--- src/source/dcache_defines.svh ---
// the pseudo-LRU tree is built for exactly 4 ways and index plus tag must cover 13 address bits
`ifndef DCACHE_DEFINES_SVH
`define DCACHE_DEFINES_SVH

// geometry of the 32-line cache
`define DCACHE_NUM_WAYS 4
`define DCACHE_NUM_SETS 8

// address split
`define DCACHE_IDX_BITS 3
`define DCACHE_TAG_BITS 10

// one 64-bit word per line
`define DCACHE_DATA_BITS 64

// dirty victims waiting for memory
`define DCACHE_WB_DEPTH 4

`endif

--- src/source/dcache_pkg.sv ---
// line layout is data, tag, valid, dirty from msb down and is 76 bits wide
`default_nettype none

`include "dcache_defines.svh"

package dcache_pkg;

  // one cache line with its state bits
  typedef struct packed {
    logic [`DCACHE_DATA_BITS-1:0] data;
    logic [`DCACHE_TAG_BITS-1:0]  tag;
    logic                         valid;
    logic                         dirty;
  } cache_line_t;

  // fill leaves the line clean, store marks it dirty
  typedef enum logic {
    WR_FILL  = 1'b0,
    WR_STORE = 1'b1
  } wr_op_e;

endpackage

`default_nettype wire

--- src/source/evict_if.sv ---
// carries one evicted line per valid and ready edge and the source only offers dirty lines
`timescale 1ns/1ns
`default_nettype none

`include "dcache_defines.svh"

interface evict_if
  import dcache_pkg::*;
();

  logic                        valid;
  logic [`DCACHE_IDX_BITS-1:0] idx;
  cache_line_t                 line;
  logic                        ready;

  // cache memory side
  modport source (output valid, idx, line, input ready);

  // writeback queue side
  modport sink (input valid, idx, line, output ready);

endinterface

`default_nettype wire

--- src/source/cachemem.sv ---
// one read and one write per cycle, reads never stall and a read miss is only flagged
`timescale 1ns/1ns
`default_nettype none

`include "dcache_defines.svh"

module cachemem
  import dcache_pkg::*;
(
  input  wire logic                         clock,
  input  wire logic                         reset,

  input  wire logic                         rd_en,
  input  wire logic [`DCACHE_IDX_BITS-1:0]  rd_idx,
  input  wire logic [`DCACHE_TAG_BITS-1:0]  rd_tag,
  output logic      [`DCACHE_DATA_BITS-1:0] rd_data,
  output logic                              rd_hit,
  output logic                              rd_miss,

  input  wire logic                         wr_valid,
  input  wire wr_op_e                       wr_op,
  input  wire logic [`DCACHE_IDX_BITS-1:0]  wr_idx,
  input  wire logic [`DCACHE_TAG_BITS-1:0]  wr_tag,
  input  wire logic [`DCACHE_DATA_BITS-1:0] wr_data,
  output logic                              wr_ready,

  evict_if.source                           evict
);

  localparam int WAY_BITS = $clog2(`DCACHE_NUM_WAYS);

  cache_line_t [`DCACHE_NUM_WAYS-1:0] sets [`DCACHE_NUM_SETS];
  logic [2:0]                         tree [`DCACHE_NUM_SETS];

  logic                rd_lookup_hit;
  logic [WAY_BITS-1:0] rd_lookup_way;
  logic                wr_lookup_hit;
  logic [WAY_BITS-1:0] wr_lookup_way;
  logic [WAY_BITS-1:0] wr_victim_way;
  logic [WAY_BITS-1:0] wr_way;
  logic [2:0]          wr_tree_next;
  logic [2:0]          rd_tree_base;
  logic [2:0]          rd_tree_next;
  logic                wr_accept;
  logic                rd_forward;
  logic                rd_touch;
  cache_line_t         wr_old_line;
  cache_line_t         wr_new_line;

  // a full writeback queue stalls every write
  assign wr_ready  = evict.ready;
  assign wr_accept = wr_valid & evict.ready;

  tag_match #(.WAYS(`DCACHE_NUM_WAYS)) i_rd_match (
    .ways (sets[rd_idx]),
    .tag  (rd_tag),
    .hit  (rd_lookup_hit),
    .way  (rd_lookup_way)
  );

  tag_match #(.WAYS(`DCACHE_NUM_WAYS)) i_wr_match (
    .ways (sets[wr_idx]),
    .tag  (wr_tag),
    .hit  (wr_lookup_hit),
    .way  (wr_lookup_way)
  );

  // write touches first
  plru_tree i_wr_plru (
    .bits       (tree[wr_idx]),
    .touch_way  (wr_way),
    .next_bits  (wr_tree_next),
    .victim_way (wr_victim_way)
  );

  assign wr_way = wr_lookup_hit ? wr_lookup_way : wr_victim_way;

  // read touch sits on top of the write touch when both hit one set
  assign rd_tree_base = (wr_accept && (wr_idx == rd_idx)) ? wr_tree_next : tree[rd_idx];

  plru_tree i_rd_plru (
    .bits       (rd_tree_base),
    .touch_way  (rd_lookup_way),
    .next_bits  (rd_tree_next),
    .victim_way ()
  );

  // same-cycle write to the same line wins over the stored copy
  assign rd_forward = rd_en & wr_accept & (wr_idx == rd_idx) & (wr_tag == rd_tag);
  assign rd_hit     = rd_forward | (rd_en & rd_lookup_hit);
  assign rd_miss    = rd_en & ~rd_hit;
  assign rd_data    = rd_forward ? wr_data : sets[rd_idx][rd_lookup_way].data;
  assign rd_touch   = rd_en & rd_lookup_hit;

  // hit way or replacement way
  assign wr_old_line = sets[wr_idx][wr_way];

  always_comb begin
    wr_new_line.data  = wr_data;
    wr_new_line.tag   = wr_tag;
    wr_new_line.valid = 1'b1;
    // a hit keeps an earlier dirty mark
    wr_new_line.dirty = (wr_op == WR_STORE) | (wr_lookup_hit & wr_old_line.dirty);
  end

  // only dirty victims go to memory
  assign evict.valid = wr_accept & ~wr_lookup_hit & wr_old_line.valid & wr_old_line.dirty;
  assign evict.idx   = wr_idx;
  assign evict.line  = wr_old_line;

  always_ff @(posedge clock) begin
    if (reset) begin
      for (int s = 0; s < `DCACHE_NUM_SETS; s++) begin
        tree[s] <= '0;
        for (int w = 0; w < `DCACHE_NUM_WAYS; w++) begin
          sets[s][w].valid <= 1'b0;
          sets[s][w].dirty <= 1'b0;
        end
      end
    end else begin
      if (wr_accept) begin
        sets[wr_idx][wr_way] <= wr_new_line;
        tree[wr_idx]         <= wr_tree_next;
      end
      // later assignment so the read touch wins on a shared set
      if (rd_touch) begin
        tree[rd_idx] <= rd_tree_next;
      end
    end
  end

endmodule

`default_nettype wire

--- src/source/dcache_top.sv ---
// writes stall whenever the writeback queue is full and read misses are only flagged
`timescale 1ns/1ns
`default_nettype none

`include "dcache_defines.svh"

module dcache_top
  import dcache_pkg::*;
(
  input  wire logic                         clock,
  input  wire logic                         reset,

  // read port
  input  wire logic                         rd_en,
  input  wire logic [`DCACHE_IDX_BITS-1:0]  rd_idx,
  input  wire logic [`DCACHE_TAG_BITS-1:0]  rd_tag,
  output logic      [`DCACHE_DATA_BITS-1:0] rd_data,
  output logic                              rd_hit,
  output logic                              rd_miss,

  // write port
  input  wire logic                         wr_valid,
  input  wire wr_op_e                       wr_op,
  input  wire logic [`DCACHE_IDX_BITS-1:0]  wr_idx,
  input  wire logic [`DCACHE_TAG_BITS-1:0]  wr_tag,
  input  wire logic [`DCACHE_DATA_BITS-1:0] wr_data,
  output logic                              wr_ready,

  // writeback to memory
  output logic                              wb_valid,
  output logic      [`DCACHE_IDX_BITS-1:0]  wb_idx,
  output logic      [`DCACHE_TAG_BITS-1:0]  wb_tag,
  output logic      [`DCACHE_DATA_BITS-1:0] wb_data,
  input  wire logic                         wb_ready
);

  evict_if i_evict ();

  cachemem i_cachemem (
    .clock    (clock),
    .reset    (reset),
    .rd_en    (rd_en),
    .rd_idx   (rd_idx),
    .rd_tag   (rd_tag),
    .rd_data  (rd_data),
    .rd_hit   (rd_hit),
    .rd_miss  (rd_miss),
    .wr_valid (wr_valid),
    .wr_op    (wr_op),
    .wr_idx   (wr_idx),
    .wr_tag   (wr_tag),
    .wr_data  (wr_data),
    .wr_ready (wr_ready),
    .evict    (i_evict.source)
  );

  writeback_queue #(.DEPTH(`DCACHE_WB_DEPTH)) i_writeback_queue (
    .clock    (clock),
    .reset    (reset),
    .evict    (i_evict.sink),
    .wb_valid (wb_valid),
    .wb_idx   (wb_idx),
    .wb_tag   (wb_tag),
    .wb_data  (wb_data),
    .wb_ready (wb_ready)
  );

endmodule

`default_nettype wire

--- src/source/plru_tree.sv ---
// purely combinational 4-way tree and the victim ignores whether ways are valid
`timescale 1ns/1ns
`default_nettype none

module plru_tree (
  input  wire logic [2:0] bits,
  input  wire logic [1:0] touch_way,
  output logic      [2:0] next_bits,
  output logic      [1:0] victim_way
);

  // bit 0 is the root, bit 1 covers ways 0 and 1, bit 2 covers ways 2 and 3
  // a 1 sends the victim to the right half

  // touch points every node on the path away from the way
  always_comb begin
    next_bits = bits;

    // root away from the touched half
    next_bits[0] = ~touch_way[1];

    // only the leaf node on the touched side moves
    if (touch_way[1]) begin
      next_bits[2] = ~touch_way[0];
    end else begin
      next_bits[1] = ~touch_way[0];
    end
  end

  // walk from the root to the victim
  always_comb begin
    victim_way[1] = bits[0];

    if (bits[0]) begin
      victim_way[0] = bits[2];
    end else begin
      victim_way[0] = bits[1];
    end
  end

  // from all zeros, fill and touch in a loop gives ways 0, 2, 1, 3

endmodule

`default_nettype wire

--- src/source/tag_match.sv ---
// assumes at most one valid way of a set holds a given tag
`timescale 1ns/1ns
`default_nettype none

`include "dcache_defines.svh"

module tag_match
  import dcache_pkg::*;
#(
  parameter int WAYS = 4
) (
  input  wire cache_line_t [WAYS-1:0]        ways,
  input  wire logic [`DCACHE_TAG_BITS-1:0]   tag,
  output logic                               hit,
  output logic [$clog2(WAYS)-1:0]            way
);

  localparam int WAY_BITS = $clog2(WAYS);

  logic [WAYS-1:0] match;

  // cam style compare across the set
  always_comb begin
    for (int i = 0; i < WAYS; i++) begin
      match[i] = ways[i].valid && (ways[i].tag == tag);
    end
  end

  assign hit = |match;

  // one-hot to binary
  always_comb begin
    way = '0;
    for (int i = 0; i < WAYS; i++) begin
      if (match[i]) begin
        way = way | WAY_BITS'(i);
      end
    end
  end

endmodule

`default_nettype wire

--- src/source/writeback_queue.sv ---
// DEPTH must be at least 2 and a push is never taken while full
`timescale 1ns/1ns
`default_nettype none

`include "dcache_defines.svh"

module writeback_queue
  import dcache_pkg::*;
#(
  parameter int DEPTH = 4
) (
  input  wire logic                         clock,
  input  wire logic                         reset,

  evict_if.sink                             evict,

  output logic                              wb_valid,
  output logic      [`DCACHE_IDX_BITS-1:0]  wb_idx,
  output logic      [`DCACHE_TAG_BITS-1:0]  wb_tag,
  output logic      [`DCACHE_DATA_BITS-1:0] wb_data,
  input  wire logic                         wb_ready
);

  localparam int PTR_BITS = $clog2(DEPTH);
  localparam int CNT_BITS = $clog2(DEPTH + 1);

  logic [`DCACHE_IDX_BITS-1:0] idx_mem  [DEPTH];
  cache_line_t                 line_mem [DEPTH];
  logic [PTR_BITS-1:0]         wr_ptr;
  logic [PTR_BITS-1:0]         rd_ptr;
  logic [CNT_BITS-1:0]         count;
  logic                        push;
  logic                        pop;

  function automatic logic [PTR_BITS-1:0] next_ptr(input logic [PTR_BITS-1:0] ptr);
    return (ptr == PTR_BITS'(DEPTH - 1)) ? '0 : ptr + 1'b1;
  endfunction

  assign evict.ready = (count != CNT_BITS'(DEPTH));
  assign wb_valid    = (count != '0);

  assign push = evict.valid & evict.ready;
  assign pop  = wb_valid & wb_ready;

  // head entry stays put until popped
  assign wb_idx  = idx_mem[rd_ptr];
  assign wb_tag  = line_mem[rd_ptr].tag;
  assign wb_data = line_mem[rd_ptr].data;

  always_ff @(posedge clock) begin
    if (reset) begin
      wr_ptr <= '0;
      rd_ptr <= '0;
      count  <= '0;
    end else begin
      if (push) begin
        wr_ptr <= next_ptr(wr_ptr);
      end
      if (pop) begin
        rd_ptr <= next_ptr(rd_ptr);
      end
      count <= count + CNT_BITS'(push) - CNT_BITS'(pop);
    end
  end

  always_ff @(posedge clock) begin
    if (push) begin
      idx_mem[wr_ptr]  <= evict.idx;
      line_mem[wr_ptr] <= evict.line;
    end
  end

endmodule

`default_nettype wire

--- config.mk ---
export PLATFORM = sky130hd
export DESIGN_NAME = dcache_top
export DESIGN_NICKNAME = d
export VERILOG_FILES = /design/src/source/dcache_pkg.sv /design/src/source/evict_if.sv /design/src/source/cachemem.sv /design/src/source/dcache_top.sv /design/src/source/plru_tree.sv /design/src/source/tag_match.sv /design/src/source/writeback_queue.sv
export VERILOG_INCLUDE_DIRS = /design/src /design/src/source
export SDC_FILE = /design/constraint.sdc
export NUM_CORES = 2
export LEC_CHECK = 0
export BUFFER_PORTS_ARGS = -buffer_cell sky130_fd_sc_hd__buf_4
export CORE_MARGIN = 5
export CORE_UTILIZATION = 40
export CTS_CLUSTER_SIZE = 8
export DETAILED_ROUTE_END_ITERATION = 10
export SETUP_SLACK_MARGIN = 0.05
export SYNTH_ARGS = -nofsm -noshare
export SYNTH_HDL_FRONTEND = slang
export SYNTH_SLANG_ARGS = --single-unit
--- constraint.sdc ---
create_clock -name clock -period 7.15 [get_ports clock]
set_input_delay 1.43 -clock clock [delete_from_list [all_inputs] [get_ports clock]]
set_output_delay 1.43 -clock clock [all_outputs]
set_load 0.05 [all_outputs]
Word level (Yosys, flattened, before mapping)
Memories as Yosys holds them, arrays and structs flattened. A register that Yosys moved wholly into a read port is not among the register bits.
Cells that the tools add are included.
{"block": "classes", "n_addsub": 4, "n_lt_le_gt_ge": 3, "n_eq_ne": 13, "muxes": 46, "bitwise": 20, "reduce_logical": 16}
{"op": "two-way mux 304 bit", "count": 3}
{"op": "binary-select mux 76 bit (select 2 bit)", "count": 2}
{"op": "OR reduction 304 bit", "count": 1}
{"op": "two-way mux 76 bit", "count": 3}
{"op": "demux 76 bit (select 2 bit)", "count": 1}
{"op": "== test 10 bit", "count": 9}
{"op": "two-way mux 64 bit", "count": 1}
{"op": "two-way mux 2 bit", "count": 11}
{"op": "two-way mux 1 bit", "count": 19}
{"op": "two-way mux 3 bit", "count": 6}
{"op": "bitwise AND 1 bit", "count": 12}
{"op": "logical AND 1 bit", "count": 10}
{"op": "OR reduction 4 bit", "count": 2}
{"op": "< comparator 2 x 3 -> 1 bit (second input constant)", "count": 2}
{"op": "NOT 1 bit", "count": 6}
{"op": "OR reduction 3 bit", "count": 2}
{"op": "adder 2 x 1 -> 2 bit (second input constant)", "count": 2}
{"op": "== test 2 bit (second input constant)", "count": 2}
{"op": "adder 3 x 1 -> 3 bit", "count": 1}
{"op": "== test 3 bit", "count": 1}
{"op": "!= test 3 bit (second input constant)", "count": 1}
{"op": "nonzero test 3 bit", "count": 1}
{"op": "subtractor 3 x 1 -> 3 bit", "count": 1}
{"op": ">= comparator 2 x 1 -> 1 bit (second input constant)", "count": 1}
{"op": "bitwise OR 1 bit", "count": 2}
{"block": "totals", "regBits": 7, "mem_bits_rw": 2772, "input_bits": 96, "output_inout_bits": 145, "elab_cells": 109, "n_memories": 4}
{"name": "i_cachemem.sets", "words": 8, "word_bits": 304, "read_ports": 2, "rd_clocked_by_memory_dff": 0, "write_ports": 8, "line_no": "cachemem.sv:32", "text": "cache_line_t [`DCACHE_NUM_WAYS-1:0] sets [`DCACHE_NUM_SETS];"}
{"name": "i_writeback_queue.line_mem", "words": 4, "word_bits": 76, "read_ports": 1, "rd_clocked_by_memory_dff": 1, "write_ports": 1, "line_no": "writeback_queue.sv:28", "text": "cache_line_t line_mem [DEPTH];"}
{"name": "i_cachemem.tree", "words": 8, "word_bits": 3, "read_ports": 2, "rd_clocked_by_memory_dff": 0, "write_ports": 8, "line_no": "cachemem.sv:33", "text": "logic [2:0] tree [`DCACHE_NUM_SETS];"}
{"name": "i_writeback_queue.idx_mem", "words": 4, "word_bits": 3, "read_ports": 1, "rd_clocked_by_memory_dff": 1, "write_ports": 1, "line_no": "writeback_queue.sv:27", "text": "logic [`DCACHE_IDX_BITS-1:0] idx_mem [DEPTH];"}

Logic depth before layout (Yosys ltp)
An unclocked memory read counts as a cell.
{"block": "depth", "ltp_word": 14, "mapped_depth": 19, "mapped_depth_nobuf": 14}

Cells and area by module
Synthesis repeated with hierarchy kept, for this count alone.
{"block": "hier_totals", "cells_unflattened": 8396, "hier_area_um2": 127805.1}
{"module": "cachemem", "n_inst": 1, "cells_per_inst": 7792, "area_per_inst_um2": 114971.5, "seq_area_each_um2": 73430.4}
{"module": "writeback_queue", "n_inst": 1, "cells_per_inst": 452, "area_per_inst_um2": 11574.9, "seq_area_each_um2": 9429.0}
{"module": "tag_match", "n_inst": 2, "cells_per_inst": 69, "area_per_inst_um2": 578.1, "seq_area_each_um2": 0.0}
{"module": "plru_tree", "n_inst": 2, "cells_per_inst": 7, "area_per_inst_um2": 51.3, "seq_area_each_um2": 0.0}

Least setup slack after synthesis
OpenSTA, ideal clock, no wires.
{"block": "synth_path", "path_kind": "input to register", "from": "input wr_idx[1]", "to": "memory i_writeback_queue.idx_mem[0][0] (netlist name) (enable)", "setup_time_ns": 0.444, "arrival_time_ns": 5.963, "setup_slack_ns": 0.743, "cell_stages": 13, "path_cell_list": "buf_6 -> buf_2 -> mux4_2 -> mux2i_1 -> xnor2_1 -> o2111ai_1 -> nor4_2 -> nor2_1 -> a211oi_4 -> buf_6 -> nand3b_1 -> o2111a_1 -> and3_1"}
{"block": "synth_via", "elab_chain_len": 14, "word_cells_on_any_way": 25}
{"element": "start, declared", "line_no": "dcache_top.sv:24", "text": "input wire logic [`DCACHE_IDX_BITS-1:0] wr_idx,"}
{"element": "memory read (8 x 304 bit)"}
{"element": "== test 10 bit", "line_no": "tag_match.sv:25", "text": "match[i] = ways[i].valid && (ways[i].tag == tag);"}
{"element": "logical AND 1 bit", "line_no": "tag_match.sv:25"}
{"element": "two-way mux 1 bit", "line_no": "tag_match.sv:35", "text": "if (match[i]) begin"}
{"element": "two-way mux 2 bit (2 in a row)", "line_no": "tag_match.sv:35"}
{"element": "two-way mux 2 bit", "line_no": "cachemem.sv:76", "text": "assign wr_way = wr_lookup_hit ? wr_lookup_way : wr_victim_way;"}
{"element": "binary-select mux 76 bit (select 2 bit)", "line_no": "cachemem.sv:96", "text": "assign wr_old_line = sets[wr_idx][wr_way];"}
{"element": "two-way mux 76 bit (not written as such)", "line_no": "cachemem.sv:96"}
{"element": "bitwise AND 1 bit", "line_no": "cachemem.sv:107", "text": "assign evict.valid = wr_accept & ~wr_lookup_hit & wr_old_line.valid & wr_old_line.dirty;"}
{"element": "bitwise AND 1 bit (*)", "line_no": "cachemem.sv:107"}
{"element": "bitwise AND 1 bit (*)", "line_no": "writeback_queue.sv:42", "text": "assign push = evict.valid & evict.ready;"}
{"element": "two-way mux 1 bit (*)", "line_no": "writeback_queue.sv:67", "text": "if (push) begin"}
{"element": "two-way mux 1 bit (not written as such) (*)", "line_no": "writeback_queue.sv:68", "text": "idx_mem[wr_ptr] <= evict.idx;"}
{"element": "end, declared", "line_no": "writeback_queue.sv:27"}
Every way passes the cells marked *; elsewhere a longest branch is shown, timed or not. The select of a mux whose other input is x is not followed.

Worst setup path in the final report
{"block": "layout_path", "from": "input rd_idx[1]", "to": "output rd_data[45]"}
{"block": "layout_via", "elab_chain_len": 9, "word_cells_on_any_way": 16}
{"element": "start, declared", "line_no": "dcache_top.sv:15", "text": "input wire logic [`DCACHE_IDX_BITS-1:0] rd_idx,"}
{"element": "memory read (8 x 304 bit)"}
{"element": "== test 10 bit", "line_no": "tag_match.sv:25"}
{"element": "logical AND 1 bit", "line_no": "tag_match.sv:25"}
{"element": "two-way mux 1 bit", "line_no": "tag_match.sv:35"}
{"element": "two-way mux 2 bit (2 in a row)", "line_no": "tag_match.sv:35"}
{"element": "binary-select mux 76 bit (select 2 bit)", "line_no": "cachemem.sv:92", "text": "assign rd_data = rd_forward ? wr_data : sets[rd_idx][rd_lookup_way].data;"}
{"element": "two-way mux 76 bit (not written as such)", "line_no": "cachemem.sv:92"}
{"element": "two-way mux 64 bit (*)", "line_no": "cachemem.sv:92"}
{"element": "end, declared", "line_no": "dcache_top.sv:17", "text": "output logic [`DCACHE_DATA_BITS-1:0] rd_data,"}
Marks and branches as above.

==> summary.md <==
| Metric | Value |
|---|---|
| Worst Setup End Kind | primary output |
| EDFF count, synth | 2,732 |
| Yosys warns | 0 |
| Initial Utilization | around 40% |
| H-tree Lvls | 5 |
| Nets | around 8,400 |
| FFs w/ async S/R, synth | 0% |
| Critical path launch point type | input port |
| Critical Path RT | 5.72 ns |
| Synth unique cells | 84 |
| Total wire length | 471,000 microns |
| Die W | roughly 560 microns |
| DRT Pass-1 Iters | 9 |
| First-pass GRT wire length | 653,000 microns |
| Placed Area | between 0.1 and 0.15 sq mm |
| Hold Crit Class | flop to flop |
| Register bit count reported by yosys | approximately 2,800 |
| Inserted Clock Buffers | ~390 |
| Sequential area share after synthesis | between 60 and 70% |
| Final critical-path required period | roughly 7.1 ns |
| Area of the multi-input gates | between 0.03 and 0.04 sq mm |
| IO Port Bufs | 240 |
| Wire length per cell | 38.2 microns |
| Slew @ Worst Pin | 1.23 ns |
| Commonest cells post-synth | edfxtp_1, a22oi_1, clkbuf_1, nand4_1, mux2i_1 |
| Clk root buf | clkbuf_16 |
| Design area | 0.140 sq mm |
| Area leader, netlist | edfxtp_1 |
| GRT Util Overall | 29.2% |
| Setup TNS | 0 ns |
| Post-CTS Hold Fix Bufs | 0 |
| Most used cell along the critical path | buf_4 |
| Worst-path maximum fanout | 38 |
| CTS sink cnt | ~2,800 |
| Initial antenna violation count | 23 |
| Core box area | about 0.3 sq mm |
| # DRC | 0 |
| Max Buffers Root-to-Sink | 4 |
| FF+latch area | between 0.08 and 0.09 sq mm |
| Post-detail-place hpwl | roughly 270,000 microns |
| Max-Cap Viols | 0 |
| Final Setup Violations | 0 |
| Area share of the leading cell type in the synthesized netlist | 68.4% |
| Worst Setup Path Type | input port to primary output |
| Synth Instances | just under 8,000 |
| Data arrival time of the worst path | approximately 5.7 ns |
| Worst-path clk slew | 0.05 ns |
| FILL cells | about 25,000 |
| Site Rows | 201 |
| Max Transition Viols Final | 0 |
| Status | complete, no violations |
| Number of I/O pins | about 240 |
| Max stage delay on crit path | 0.52 ns |
| Max IR drop VDD | between 0.2 and 0.25 mV |
| Die area | 0.311 sq mm |
| Most common cell in the netlist | edfxtp_1 |
| Vias | between 80,000 and 90,000 |
| Syn_area_per_cell | ~15 sq um |
| Syn Nets | around 8,000 |
| Layout cells sized above 1 | a little under a fifth |
| Rel. slew slack | around 18% |
| CTS tree | done |
| Slowest CP cell | mux4_2 |
| Synth area leaders | edfxtp_1, a22oi_1, mux4_2 |
| Fin. Hold Viols | 0 |
| Vias in the first global route | between 80,000 and 90,000 |
| Largest net degree at the start of global routing | between 100 and 150 |
| GRT overflow | 0 |
| Reg-to-reg setup timing slack | between 2 and 2.5 ns |
| Period utilisation layout | between 90% and 100% |
| CP cell instances | buf_4 -> buf_4 -> mux4_2 -> mux2i_1 -> xnor2_1 -> a2111oi_1 -> and4_1 -> or2_4 -> buf_12 -> mux2i_1 -> mux2_2 -> a21oi_1 -> buf_4 |
| Synth Flop Type | edfxtp_1 |
| Area grow syn2layout | 17.1% |
| DRT antenna net count | 0 |
| Fmax | between 0.1 and 0.15 GHz |
| Cell Pwr Density | 282 mW/mm^2 |
| RePlAce Congestion | approximately 0.95 |
| Die Ht | roughly 560 microns |
| Post-synthesis cell area | roughly 0.12 sq mm |
| Leakage | 43.9 nW |
| Worst-Skew Late Latency | 1.00 ns |
| Clock Skew | about 0.088 ns |
| Drt via density | 6.96 |
| RSZ-0062 raised after global routing | false |
| Initial DRC count | approximately 15,000 |
[where the power goes]
part           internal, mW  leakage [nW]  total [mW]  switching, mW
clock network          9.62          5.07        16.4           6.81
registers              18.2          25.0        18.3         0.0884
logic                  1.49          13.9        4.92           3.43
[through the flow]
| stage | hold WS [ns] | power, mW | setup slack, ns | std cells | util (%) |
|---|---|---|---|---|---|
| 3_3_place_gp | 0.455 | 23.3 | 0.188 | 11900 | 43.4 |
| 5_1_grt | 0.522 | 40.6 | 0.0706 | 12300 | 46.9 |
| 3_5_place_dp | 0.485 | 23.4 | 0.0146 | 11900 | 43.4 |
| 6_report | 0.490 | 39.6 | 0.0699 | 12300 | 46.9 |
| 2_1_floorplan | 0.452 | 21.1 | 0.743 | 7849 | - |
| 4_1_cts | 0.493 | 39.6 | 0.113 | 12300 | 46.9 |
[per-layer routing]
| metal | wire (microns) | vias to the layer above | track usage [%] |
|---|---|---|---|
| met3 | 70800 | 1350 | 9.87 |
| li1 | - | 33800 | - |
| met5 | 87 | - | 0 |
| met1 | 173000 | 43100 | 39.4 |
| met2 | 203000 | 7460 | 43.0 |
| met4 | 23700 | 14 | 13.1 |
[final timing paths]
check,start,to,cells after the start
worst min-delay path,i_writeback_queue.rd_ptr[1]$_SDFFE_PP0P_,flop,2
worst max register to register,i_cachemem.sets[7][7]$_DFFE_PP_,i_writeback_queue.line_mem[0][24]$_DFFE_PP_,14
worst max-delay path,rd_idx[1],rd_data[45],13
worst min register to register,i_writeback_queue.rd_ptr[1]$_SDFFE_PP0P_,flop,2
[placed cells by master (no fill, tap or decap), types with 39 or more instances in the layout]
cell type,count
nand2_1,154
a22oi_1,1583
edfxtp_1,2732
nand2b_1,51
mux4_2,149
a21oi_1,130
a221oi_1,217
clkbuf_1,47
nor2_1,152
buf_12,179
mux2_2,135
a222oi_1,47
inv_1,44
o21ai_0,194
xnor2_1,47
o211ai_1,72
o22ai_1,48
buf_4,536
mux2i_1,333
clkbuf_16,386
nand4_1,415
a22o_1,177
nand3_1,84
dfxtp_1,39
[repair_timing]
item                       4_1_cts  5_1_grt
pin swaps                        0        1
buffers inserted                 0        2
gates resized for setup          2        1
setup endpoints to repair        1       10
[cell type report]
| class | count | area share (%) |
|---|---|---|
| Multi-Input combinational cell | 4324 | 24.3 |
| Clock buffer | 433 | 7.00 |
| Sequential cell | 2773 | 59.0 |
| Antenna cell | 10 | 0.0178 |
| Clock inverter | 29 | 0.432 |
| Timing Repair Buffer | 718 | 5.44 |
| Tap cell | 3958 | 3.52 |
| Inverter | 81 | 0.330 |
[critical path: cells and delay by family]
kind / cells / cell delay (ns)
compound gates: 2 / 0.81
buf+inv: 4 / 1.21
mux: 4 / 1.21
simple gates: 2 / 0.72
xor+xnor: 1 / 0.16
[flip-flops by register name (all words and copies together), names as in the netlist, named ones only]
name / flops
i_cachemem.sets: 2432
i_cachemem.tree: 24
i_writeback_queue.count: 3
i_writeback_queue.idx_mem: 12
i_writeback_queue.line_mem: 296
i_writeback_queue.rd_ptr: 2
i_writeback_queue.wr_ptr: 2
[cell families (layout without fill, tap and decap cells)]
kind of cell	Yosys count	in the layout	synth area share, %
flip-flops	2773	2773	69.1
AO/OA/AOI/OAI	2590	2590	16.0
AND/OR/NAND/NOR	1020	1020	4.65
buffers and inverters	752	1261	2.66
multiplexers	623	623	6.90
XOR/XNOR	83	83	0.606
adder cells (fa/ha/maj)	8	8	0.0897
other	0	10	0
No activity file was read; power rests on OpenSTA's default activity.
